$ cat src/include/log_req_config.svh
// Build-time sizes for the shared memory request block, included by the package and the top level
`ifndef LOG_REQ_CONFIG_SVH
`define LOG_REQ_CONFIG_SVH

//////////////////////////////////////////////////
// Master counts per channel
//////////////////////////////////////////////////

// Cores on channel 0
`define LOG_N_CH0 4
// DMA ports on channel 1
`define LOG_N_CH1 2

//////////////////////////////////////////////////
// Bus widths
//////////////////////////////////////////////////

`define LOG_ADDR_WIDTH 32
`define LOG_DATA_WIDTH 32
`define LOG_BE_WIDTH (`LOG_DATA_WIDTH / 8)

// One ID bit per master, cores in the low bits
`define LOG_ID_WIDTH (`LOG_N_CH0 + `LOG_N_CH1)

`endif

$ cat src/verilog/log_req_pkg.sv
// Request payload and master ID types shared by the request block RTL and its testbench
`include "log_req_config.svh"

package log_req_pkg;

    //////////////////////////////////////////////////
    // Field types
    //////////////////////////////////////////////////

    typedef logic [`LOG_ADDR_WIDTH-1:0] addr_t;
    typedef logic [`LOG_DATA_WIDTH-1:0] data_t;
    typedef logic [`LOG_BE_WIDTH-1:0]   be_t;

    // One-hot master ID
    // Bits 0 .. N_CH0-1 are the cores, the DMA masters sit above them
    typedef logic [`LOG_ID_WIDTH-1:0]   master_id_t;

    //////////////////////////////////////////////////
    // Request payload
    //////////////////////////////////////////////////

    // Everything that travels with a request toward memory
    // wen is active low, so 0 means write and 1 means read
    typedef struct packed {
        addr_t      addr;
        logic       wen;
        data_t      wdata;
        be_t        be;
        master_id_t id;
    } req_payload_t;

endpackage

$ cat src/verilog/ch_mux2.sv
// Round-robin selector between the core channel and the DMA channel in front of the memory port
`timescale 1ns/100ps

module ch_mux2 (
    input  logic                      clk,
    input  logic                      rst_i,

    // Channel 0, cores
    input  logic                      ch0_req_i,
    input  log_req_pkg::req_payload_t ch0_data_i,
    output logic                      ch0_gnt_o,

    // Channel 1, DMA
    input  logic                      ch1_req_i,
    input  log_req_pkg::req_payload_t ch1_data_i,
    output logic                      ch1_gnt_o,

    // Memory side
    output logic                      req_o,
    output log_req_pkg::req_payload_t data_o,
    input  logic                      gnt_i
);

    //////////////////////////////////////////////////
    // Selection
    //////////////////////////////////////////////////

    // Preferred channel on a tie, 0 for cores and 1 for DMA
    logic pref_q;
    logic sel_ch1;
    logic xfer;

    // A lone requester always wins, the flag only breaks ties
    assign sel_ch1 = ch1_req_i & (~ch0_req_i | pref_q);

    assign req_o  = ch0_req_i | ch1_req_i;
    assign data_o = sel_ch1 ? ch1_data_i : ch0_data_i;

    // Memory grant is steered to the selected channel only
    assign ch0_gnt_o = gnt_i & ch0_req_i & ~sel_ch1;
    assign ch1_gnt_o = gnt_i & sel_ch1;

    assign xfer = req_o & gnt_i;

    //////////////////////////////////////////////////
    // Preference flag
    //////////////////////////////////////////////////

    // After each transfer the flag moves to the channel that lost
    always_ff @(posedge clk)
    begin
        if (rst_i)
        begin
            pref_q <= 1'b0;
        end
        else if (xfer)
        begin
            pref_q <= ~sel_ch1;
        end
    end

    //////////////////////////////////////////////////
    // Assertions
    //////////////////////////////////////////////////

    // Only one channel may be handed the memory grant
    ch_gnt_excl_a : assert property (
        @(posedge clk) disable iff (rst_i)
        !(ch0_gnt_o && ch1_gnt_o)
    ) else $error("ch_mux2: both channel grants high");

endmodule

$ cat src/verilog/log_req_block.sv
// Top of the shared memory request block, arbitrating cores and DMA and routing response valids back
`timescale 1ns/100ps
`include "log_req_config.svh"

module log_req_block (
    input  logic                                     clk,
    input  logic                                     rst_i,

    // Channel 0, cores
    input  logic [`LOG_N_CH0-1:0]                     ch0_req_i,
    input  log_req_pkg::req_payload_t [`LOG_N_CH0-1:0] ch0_data_i,
    output logic [`LOG_N_CH0-1:0]                     ch0_gnt_o,

    // Channel 1, DMA
    input  logic [`LOG_N_CH1-1:0]                     ch1_req_i,
    input  log_req_pkg::req_payload_t [`LOG_N_CH1-1:0] ch1_data_i,
    output logic [`LOG_N_CH1-1:0]                     ch1_gnt_o,

    // Request toward memory
    output logic                                     data_req_o,
    output log_req_pkg::req_payload_t                data_o,
    input  logic                                     data_gnt_i,

    // Response from memory
    input  logic                                     data_r_valid_i,
    input  log_req_pkg::master_id_t                  data_r_id_i,

    // Response valids back to the masters
    output logic [`LOG_N_CH0-1:0]                     ch0_r_valid_o,
    output logic [`LOG_N_CH1-1:0]                     ch1_r_valid_o
);

    localparam int unsigned N_CH0 = `LOG_N_CH0;
    localparam int unsigned N_CH1 = `LOG_N_CH1;
    localparam int unsigned ID_W  = `LOG_ID_WIDTH;

    //////////////////////////////////////////////////
    // ID stamping
    //////////////////////////////////////////////////

    // Replace whatever ID the master sent with its own one-hot bit
    function automatic log_req_pkg::req_payload_t stamp_id(
        input log_req_pkg::req_payload_t pl,
        input int unsigned               pos
    );
        log_req_pkg::req_payload_t res;

        res    = pl;
        res.id = log_req_pkg::master_id_t'(1) << pos;
        return res;
    endfunction

    log_req_pkg::req_payload_t [N_CH0-1:0] ch0_stamped;
    log_req_pkg::req_payload_t [N_CH1-1:0] ch1_stamped;

    // Cores take the low ID bits
    for (genvar i = 0; i < N_CH0; i++)
    begin : g_ch0_stamp
        assign ch0_stamped[i] = stamp_id(ch0_data_i[i], i);
    end

    // DMA bits follow right after the cores
    for (genvar j = 0; j < N_CH1; j++)
    begin : g_ch1_stamp
        assign ch1_stamped[j] = stamp_id(ch1_data_i[j], N_CH0 + j);
    end

    //////////////////////////////////////////////////
    // Per-channel arbitration
    //////////////////////////////////////////////////

    logic                      ch0_req;
    log_req_pkg::req_payload_t ch0_data;
    logic                      ch0_gnt;

    logic                      ch1_req;
    log_req_pkg::req_payload_t ch1_data;
    logic                      ch1_gnt;

    rr_arbiter #(
        .N_MASTER ( N_CH0 )
    ) u_arb_ch0 (
        .clk    ( clk         ),
        .rst_i  ( rst_i       ),
        .req_i  ( ch0_req_i   ),
        .data_i ( ch0_stamped ),
        .gnt_o  ( ch0_gnt_o   ),
        .req_o  ( ch0_req     ),
        .data_o ( ch0_data    ),
        .gnt_i  ( ch0_gnt     )
    );

    rr_arbiter #(
        .N_MASTER ( N_CH1 )
    ) u_arb_ch1 (
        .clk    ( clk         ),
        .rst_i  ( rst_i       ),
        .req_i  ( ch1_req_i   ),
        .data_i ( ch1_stamped ),
        .gnt_o  ( ch1_gnt_o   ),
        .req_o  ( ch1_req     ),
        .data_o ( ch1_data    ),
        .gnt_i  ( ch1_gnt     )
    );

    //////////////////////////////////////////////////
    // Channel selection
    //////////////////////////////////////////////////

    ch_mux2 u_ch_mux (
        .clk        ( clk        ),
        .rst_i      ( rst_i      ),
        .ch0_req_i  ( ch0_req    ),
        .ch0_data_i ( ch0_data   ),
        .ch0_gnt_o  ( ch0_gnt    ),
        .ch1_req_i  ( ch1_req    ),
        .ch1_data_i ( ch1_data   ),
        .ch1_gnt_o  ( ch1_gnt    ),
        .req_o      ( data_req_o ),
        .data_o     ( data_o     ),
        .gnt_i      ( data_gnt_i )
    );

    //////////////////////////////////////////////////
    // Response routing
    //////////////////////////////////////////////////

    // The one-hot ID already is the per-master valid vector
    logic [ID_W-1:0] r_valid_all;

    assign r_valid_all   = data_r_valid_i ? data_r_id_i : '0;
    assign ch0_r_valid_o = r_valid_all[N_CH0-1:0];
    assign ch1_r_valid_o = r_valid_all[ID_W-1:N_CH0];

    //////////////////////////////////////////////////
    // Assertions
    //////////////////////////////////////////////////

    // Memory must return exactly one master ID with each response
    r_id_onehot_a : assert property (
        @(posedge clk) disable iff (rst_i)
        data_r_valid_i |-> $onehot(data_r_id_i)
    ) else $error("log_req_block: response ID not one-hot");

endmodule

$ cat src/verilog/rr_arbiter.sv
// Flat round-robin arbiter that merges the requesters of one channel into a single request
`timescale 1ns/100ps

module rr_arbiter #(
    parameter int unsigned N_MASTER = 4
) (
    input  logic                                    clk,
    input  logic                                    rst_i,

    // Master side
    input  logic [N_MASTER-1:0]                     req_i,
    input  log_req_pkg::req_payload_t [N_MASTER-1:0] data_i,
    output logic [N_MASTER-1:0]                     gnt_o,

    // Toward the channel selector
    output logic                                    req_o,
    output log_req_pkg::req_payload_t               data_o,
    input  logic                                    gnt_i
);

    // Pointer needs at least one bit even for a single master
    localparam int unsigned PTR_W = (N_MASTER > 1) ? $clog2(N_MASTER) : 1;

    //////////////////////////////////////////////////
    // State and winner signals
    //////////////////////////////////////////////////

    // Index of the master that won the last completed transfer
    logic [PTR_W-1:0] last_q;

    logic [PTR_W-1:0] win_idx;
    logic             win_found;
    logic             xfer;

    //////////////////////////////////////////////////
    // Winner search
    //////////////////////////////////////////////////

    // Scan starts one past the last winner and wraps around, so the
    // last winner itself is checked at the very end
    always_comb
    begin : search
        int unsigned idx;

        win_idx   = last_q;
        win_found = 1'b0;

        for (int unsigned k = 1; k <= N_MASTER; k++)
        begin
            idx = int'(last_q) + k;
            if (idx >= N_MASTER)
            begin
                idx = idx - N_MASTER;
            end
            if (!win_found && req_i[idx])
            begin
                win_found = 1'b1;
                win_idx   = PTR_W'(idx);
            end
        end
    end

    //////////////////////////////////////////////////
    // Request, payload and grant
    //////////////////////////////////////////////////

    assign req_o = |req_i;

    // With no request the payload is don't care, the pointer entry is fine
    assign data_o = data_i[win_idx];

    // Grant goes back only to the winner and only when downstream accepts
    always_comb
    begin
        gnt_o = '0;
        if (win_found)
        begin
            gnt_o[win_idx] = gnt_i;
        end
    end

    assign xfer = req_o & gnt_i;

    //////////////////////////////////////////////////
    // Last-winner pointer
    //////////////////////////////////////////////////

    // Starts at the top index so master 0 is first in line after reset
    always_ff @(posedge clk)
    begin
        if (rst_i)
        begin
            last_q <= PTR_W'(N_MASTER - 1);
        end
        else if (xfer)
        begin
            last_q <= win_idx;
        end
    end

    //////////////////////////////////////////////////
    // Assertions
    //////////////////////////////////////////////////

    // At most one master of the channel is granted in any cycle
    gnt_onehot_a : assert property (
        @(posedge clk) disable iff (rst_i)
        $onehot0(gnt_o)
    ) else $error("rr_arbiter: more than one grant high");

    // A grant never reaches a master that is not requesting
    gnt_has_req_a : assert property (
        @(posedge clk) disable iff (rst_i)
        (gnt_o & ~req_i) == '0
    ) else $error("rr_arbiter: grant to an idle master");

    // A master held off by back-pressure keeps winning until it is served
    hold_winner_a : assert property (
        @(posedge clk) disable iff (rst_i)
        (req_o && !gnt_i && ((req_i & ~$past(req_i)) == '0) && $past(req_o) && !$past(gnt_i))
            |-> (win_idx == $past(win_idx))
    ) else $error("rr_arbiter: winner moved under back-pressure");

endmodule
$ cat config.mk
export PLATFORM = sky130hd
export DESIGN_NAME = log_req_block
export DESIGN_NICKNAME = d
export VERILOG_FILES = /design/src/verilog/log_req_pkg.sv /design/src/verilog/ch_mux2.sv /design/src/verilog/log_req_block.sv /design/src/verilog/rr_arbiter.sv
export VERILOG_INCLUDE_DIRS = /design/src /design/src/include
export SDC_FILE = /design/constraint.sdc
export NUM_CORES = 1
export LEC_CHECK = 0
export ABC_CLOCK_PERIOD_IN_PS = 3000
export BUFFER_PORTS_ARGS = -buffer_cell sky130_fd_sc_hd__buf_2
export CAP_MARGIN = 20
export CORE_AREA = 5 5 212 214
export DETAILED_ROUTE_END_ITERATION = 10
export DIE_AREA = 0 0 217 219
export MAX_ROUTING_LAYER = met4
export RECOVER_POWER = 50
export REMOVE_ABC_BUFFERS = 1
export SLEW_MARGIN = 30
export SYNTH_ARGS = -nofsm -noshare
export SYNTH_HDL_FRONTEND = slang
export SYNTH_SLANG_ARGS = --single-unit
$ cat constraint.sdc
create_clock -name clk -period 3 [get_ports clk]
set_input_delay 0.3 -clock clk [delete_from_list [all_inputs] [get_ports clk]]
set_output_delay 0.3 -clock clk [all_outputs]
set_load 0.02 [all_outputs]
==> results of run 1 <==
## per-stage QoR
stage           util  hold slack, ps  instance area (um^2)
6_report       0.194             298                  8270
5_1_grt        0.194             301                  8270
4_1_cts        0.195             292                  8330
3_5_place_dp   0.193             523                  8260
3_3_place_gp   0.193             518                  8260
2_1_floorplan      -             372                  4400
## Yosys cell counts (all sizes together), types with 10 or more instances
| cell | number |
|---|---|
| a211oi | 44 |
| a221oi | 44 |
| a22oi | 44 |
| nor3 | 79 |
| nor2 | 10 |
| inv | 71 |
| a31oi | 69 |
| a22o | 25 |
| nand2 | 56 |
| o31ai | 51 |
| clkbuf | 65 |
| buf | 36 |
| and2 | 52 |
| o32ai | 44 |
## report_power, final
| group | switching, mW | internal (mW) | total, mW |
|---|---|---|---|
| registers | 0.00778 | 0.0585 | 0.0663 |
| clock network | 0.0383 | 0.170 | 0.209 |
| logic | 1.46 | 0.947 | 2.41 |
| total | 1.50 | 1.18 | 2.68 |
## sequential cells by signal, indices dropped and copies added (netlist names)
name              cells
u_arb_ch1.last_q      1
u_ch_mux.pref_q       1
u_arb_ch0.last_q      2
## logic make-up (layout without fill, tap and decap cells)
kind of cell    count (synthesis)  after routing  share of synthesized area
compound gates                333            333                      0.599
buf+inv                       172            637                      0.157
flops                           4              4                     0.0163
mux                             1              1                    0.00204
other cells                     0              1                          0
simple gates                  213            213                      0.226
## final timing paths
kind	depth (start not counted)	endpoint	from
max	7	data_o[74]	u_arb_ch0.last_q[1]
min	2	u_ch_mux.pref_q	rst_i
max reg2reg	6	u_arb_ch0.last_q[0]	u_arb_ch0.last_q[1]
min reg2reg	1	u_arb_ch1.last_q	u_arb_ch1.last_q
## layout make-up
type / count / area share
multi-input cells: 547 / 0.494
repair buffers: 563 / 0.372
well taps: 546 / 0.0826
inverters: 71 / 0.0322
flip-flops and latches: 4 / 0.00969
clock buffers: 3 / 0.00908
diodes: 1 / 0.000303
## per-layer routing
metal / part of all wire / vias up
met4: 0.030 / 0
met1: 0.38 / 3853
met5: 0 / -
met3: 0.079 / 65
met2: 0.51 / 568
li1: - / 3779
==> impl_metrics.env, run 1 <==
export IMPL_grt_pass1_wl_mm=47.8
export IMPL_final_period_utilization=0.942
export IMPL_final_common_cell="buf_2"
export IMPL_met3_usage=0.0130
export IMPL_relSlewSlack=0.412
export IMPL_drc_errors=0
export IMPL_antenna_found_initial=2
export IMPL_multi_input_area_um2=4080
export IMPL_drtIter0Drc=549
export IMPL_crit_family="buffers and inverters"
export IMPL_drtPass1Iterations=5
export IMPL_fillers=4886
export IMPL_placed_cells=1731
export IMPL_grt_pass1_vias=8401
export IMPL_dieArea_um2=47500
export IMPL_met2_usage=0.244
export IMPL_cp_max_fo=37
export IMPL_pre_cts_slack_ps=411
export IMPL_synth_top_cell_area_share=0.0996
export IMPL_syn_inst=723
export IMPL_power_mw=2.68
export IMPL_busiest_layer="met2"
export IMPL_syn_area_um2=4900
export IMPL_yosysWarnings=0
export IMPL_cts_root_buf="clkbuf_16"
export IMPL_routed_wl_mm=33.6
export IMPL_path_class="flop to output port"
export IMPL_synth_area_top_cells="o32ai_2 10%, a31oi_1 8.8%, nor3_1 8.1%"
export IMPL_drv_cap=0
export IMPL_cts_resized=0
export IMPL_postCtsSetupBuffers=0
export IMPL_holdCritPathClass="primary input to flop"
export IMPL_cts_htree_levels=1
export IMPL_io_buffers=517
export IMPL_core_um2=42700
export IMPL_ys_flop_type="dfxtp_1"
export IMPL_numClockSinks=4
export IMPL_ant_nets=0
export IMPL_layout_drive_gt1_share=0.511
export IMPL_cp_data_arrival_time_ps=2530
export IMPL_worstSkewPairLatency_ps=220
export IMPL_slew_violations=0
export IMPL_fin_ws_ps=173
export IMPL_dp_hpwl_mm=27.3
export IMPL_cts_tree="yes"
export IMPL_start_util=0.115
export IMPL_yosys_area_top_type="o32ai_2"
export IMPL_cp_end_kind="output port"
export IMPL_area_growth_pct=68.8
export IMPL_clk_path_buf_depth=2
export IMPL_p_leak_nw=3.85
export IMPL_grt_start_max_net_pins=74
export IMPL_gp_congestion=0.921
export IMPL_wire_per_inst_um=19.3
export IMPL_rows=76
export IMPL_grt_use_met1=0.148
export IMPL_status="completed"
export IMPL_track_usage=0.131
export IMPL_avgSynthCellArea_um2=6.78
export IMPL_clkTransAtPathRegs_ps=30
export IMPL_period_needed_ps=2830
export IMPL_ff_latch_area_um2=80.1
export IMPL_pin_count=554
export IMPL_r2r_slack_ps=1090
export IMPL_cp_cell_sequence="mux2i_1 > or2_4 > nand3_4 > buf_4 > a221oi_1 > o32ai_1 > buf_2"
export IMPL_post_layout_nonfiller_instances=1735
export IMPL_tightest_slew_ps=880
export IMPL_clock_fmax_mhz=354
export IMPL_startpoint_type="flop"
export IMPL_finalHoldViolations=0
export IMPL_cts_made_buffers=3
export IMPL_setup_viol=0
export IMPL_vias=8265
export IMPL_slowest_delay_ps=450
export IMPL_drt_vias_per_instance=4.76
export IMPL_mostFrequentLayoutCells="486 x buf_2, 79 x nor3_1, 71 x inv_1"
export IMPL_synth_seq_cells=4
export IMPL_nNetsFinal=1656
export IMPL_slowest_stage="dfxtp_1"
export IMPL_chipWidth_um=217
export IMPL_synth_distinct_cells=44
export IMPL_async_flop_share=0
export IMPL_power_density_nw_per_um2=324
export IMPL_ir_drop_mv=0.190
export IMPL_synth_edf_count=0
export IMPL_setup_tns_final_ps=0
export IMPL_worstPathRequired_ps=2700
export IMPL_rsz0062_at_grt="no"
export IMPL_ys_seq_area_frac=0.0163
export IMPL_crit_buf_inv=2
export IMPL_overflow=0
export IMPL_clock_skew_ps=0.159
export IMPL_dieHeight_um=219
export IMPL_cts_hold_buf=0
No activity file was read; power rests on OpenSTA's default activity.
==> run 2, diff against run 1 <==
--- a/config.mk
+++ b/config.mk
@@ -9,9 +9,9 @@
 export ABC_CLOCK_PERIOD_IN_PS = 3000
 export BUFFER_PORTS_ARGS = -buffer_cell sky130_fd_sc_hd__buf_2
 export CAP_MARGIN = 20
-export CORE_AREA = 5 5 212 214
+export CORE_AREA = 10 10 205 207
 export DETAILED_ROUTE_END_ITERATION = 10
-export DIE_AREA = 0 0 217 219
+export DIE_AREA = 0 0 215 217
 export MAX_ROUTING_LAYER = met4
 export RECOVER_POWER = 50
 export REMOVE_ABC_BUFFERS = 1
==> run 2 against run 1 <==
Against the previous run:
- combinational power increased by 4%
- total power increased by 3.5%
- sequential share of layout area about the same
==> impl_metrics.env, run 2 (synthesized netlist as in run 1, its figures left out) <==
export IMPL_ant_nets=0
export IMPL_worstPathRequired_ps=2700
export IMPL_numClockSinks=4
export IMPL_grt_pass1_vias=8940
export IMPL_design_area_um2=8370
export IMPL_cp_end_kind="output port"
export IMPL_gp_congestion=0.914
export IMPL_cts_made_buffers=3
export IMPL_drt_vias_per_instance=4.85
export IMPL_slowest_stage="o31ai_1"
export IMPL_holdCritPathClass="primary input to flop"
export IMPL_dieHeight_um=217
export IMPL_final_common_cell="buf_2"
export IMPL_path_class="flop to output port"
export IMPL_slowest_delay_ps=420
export IMPL_core_um2=38100
export IMPL_crit_buf_inv=3
export IMPL_cpMostUsedCell="o31ai_1"
export IMPL_finalHoldViolations=0
export IMPL_drc_errors=0
export IMPL_p_leak_nw=3.97
export IMPL_setup_viol=0
export IMPL_drtIter0Drc=517
export IMPL_mostFrequentLayoutCells="509 x buf_2, 79 x nor3_1, 71 x inv_1"
export IMPL_final_period_utilization=0.983
export IMPL_cts_root_buf="clkbuf_16"
export IMPL_overflow=0
export IMPL_clock_fmax_mhz=339
export IMPL_routed_wl_mm=35.1
export IMPL_layout_drive_gt1_share=0.539
export IMPL_hold_slack_ps=294
export IMPL_relSlewSlack=0.479
export IMPL_cp_cell_sequence="buf_4 > nand3b_1 > buf_12 > a31oi_1 > o31ai_1 > o31ai_1 > buf_2"
export IMPL_status="completed"
export IMPL_largest_reg_flops=2
export IMPL_place_area_um2=8190
export IMPL_startpoint_type="flop"
export IMPL_slew_violations=0
export IMPL_cts_htree_levels=1
export IMPL_rsz0062_at_grt="yes"
export IMPL_dp_hpwl_mm=29.0
export IMPL_grt_start_max_net_pins=74
export IMPL_tightest_slew_ps=781
export IMPL_rows=72
export IMPL_pre_cts_slack_ps=163
export IMPL_wire_per_inst_um=20.5
export IMPL_drv_cap=0
export IMPL_cp_max_fo=73
export IMPL_antenna_found_initial=1
export IMPL_regMostFlops="u_arb_ch0.last_q"
export IMPL_reg_top3="u_arb_ch0.last_q x2, u_arb_ch1.last_q x1, u_ch_mux.pref_q x1"
export IMPL_ir_drop_mv=0.158
export IMPL_cp_data_arrival_time_ps=2650
export IMPL_clkTransAtPathRegs_ps=30
export IMPL_grt_pass1_wl_mm=51.8
export IMPL_io_buffers=517
export IMPL_period_needed_ps=2950
export IMPL_nNetsFinal=1660
export IMPL_clock_skew_ps=3.01
export IMPL_power_density_nw_per_um2=332
export IMPL_worstSkewPairLatency_ps=230
export IMPL_dieArea_um2=46700
export IMPL_vias=8296
export IMPL_power_mw=2.77
export IMPL_pin_count=554
export IMPL_track_usage=0.142
export IMPL_cts_tree="yes"
export IMPL_crit_family="compound AO/OA/AOI/OAI gates"
export IMPL_drtPass1Iterations=5
export IMPL_chipWidth_um=215
export IMPL_area_growth_pct=70.8
export IMPL_clk_path_buf_depth=2
export IMPL_fin_ws_ps=51.8
export IMPL_start_util=0.129
## run 2: cell types whose count changed in the layout (fill, tap and decap cells not counted), sizes merged
cell / previous run / this run
clkbuf: 36 / 11
buf: 530 / 559
## run 2: worst paths after layout
kind / cells past startpoint / from / slack, ps / endpoint
min: 2 / rst_i / 290 / u_ch_mux.pref_q
max: 7 / u_arb_ch0.last_q[1] / 50 / data_o[58]
max reg2reg: 7 / u_arb_ch0.last_q[1] / 1010 / u_arb_ch0.last_q[0]
min reg2reg: 1 / u_arb_ch1.last_q / 550 / u_arb_ch1.last_q
## run 2: where the power goes
group / leakage (nW) / total [mW] / switching, mW / internal [mW]
clock: 0.0370 / 0.211 / 0.0407 / 0.171
combinational: 3.90 / 2.50 / 1.50 / 1.00
sequential: 0.0332 / 0.0644 / 0.00594 / 0.0585
## run 2: layout make-up
type                       instances  area [um^2]
antenna                            1         2.50
clock buffer                       3         75.1
fill                            4320        29700
inverter                          71          267
multi-input combinational        547         4150
sequential                         4         80.1
tap                              518          648
timing repair buffer             567         3150
## run 2: metal layers
metal / global-route usage / wire (um) / vias to the layer above
met4: 0.0587 / 1400 / 0
met1: 0.158 / 13700 / 3876
met2: 0.249 / 17000 / 562
met3: 0.0250 / 2960 / 77
li1: - / - / 3781
met5: - / 0 / -
## run 2: through the flow
| step | utilization | cells | setup TNS, ps |
|---|---|---|---|
| CTS | 0.218 | 1707 | 0 |
| finish | 0.220 | 1711 | 0 |
| detailed placement | 0.215 | 1701 | 0 |
| global route | 0.220 | 1711 | -37.8 |
| global placement | 0.215 | 1701 | 0 |
| floorplan | - | 622 | -190290 |
## run 2: timing repair
| action | 4_1_cts | 5_1_grt |
|---|---|---|
| endpoints found under the setup margin | 1 | 19 |
| hold buffers | 0 | 0 |
| endpoints found under the hold margin | 0 | 0 |
| setup buffers | 3 | 3 |
| pin swaps | 0 | 1 |
| resized for setup | 0 | 7 |
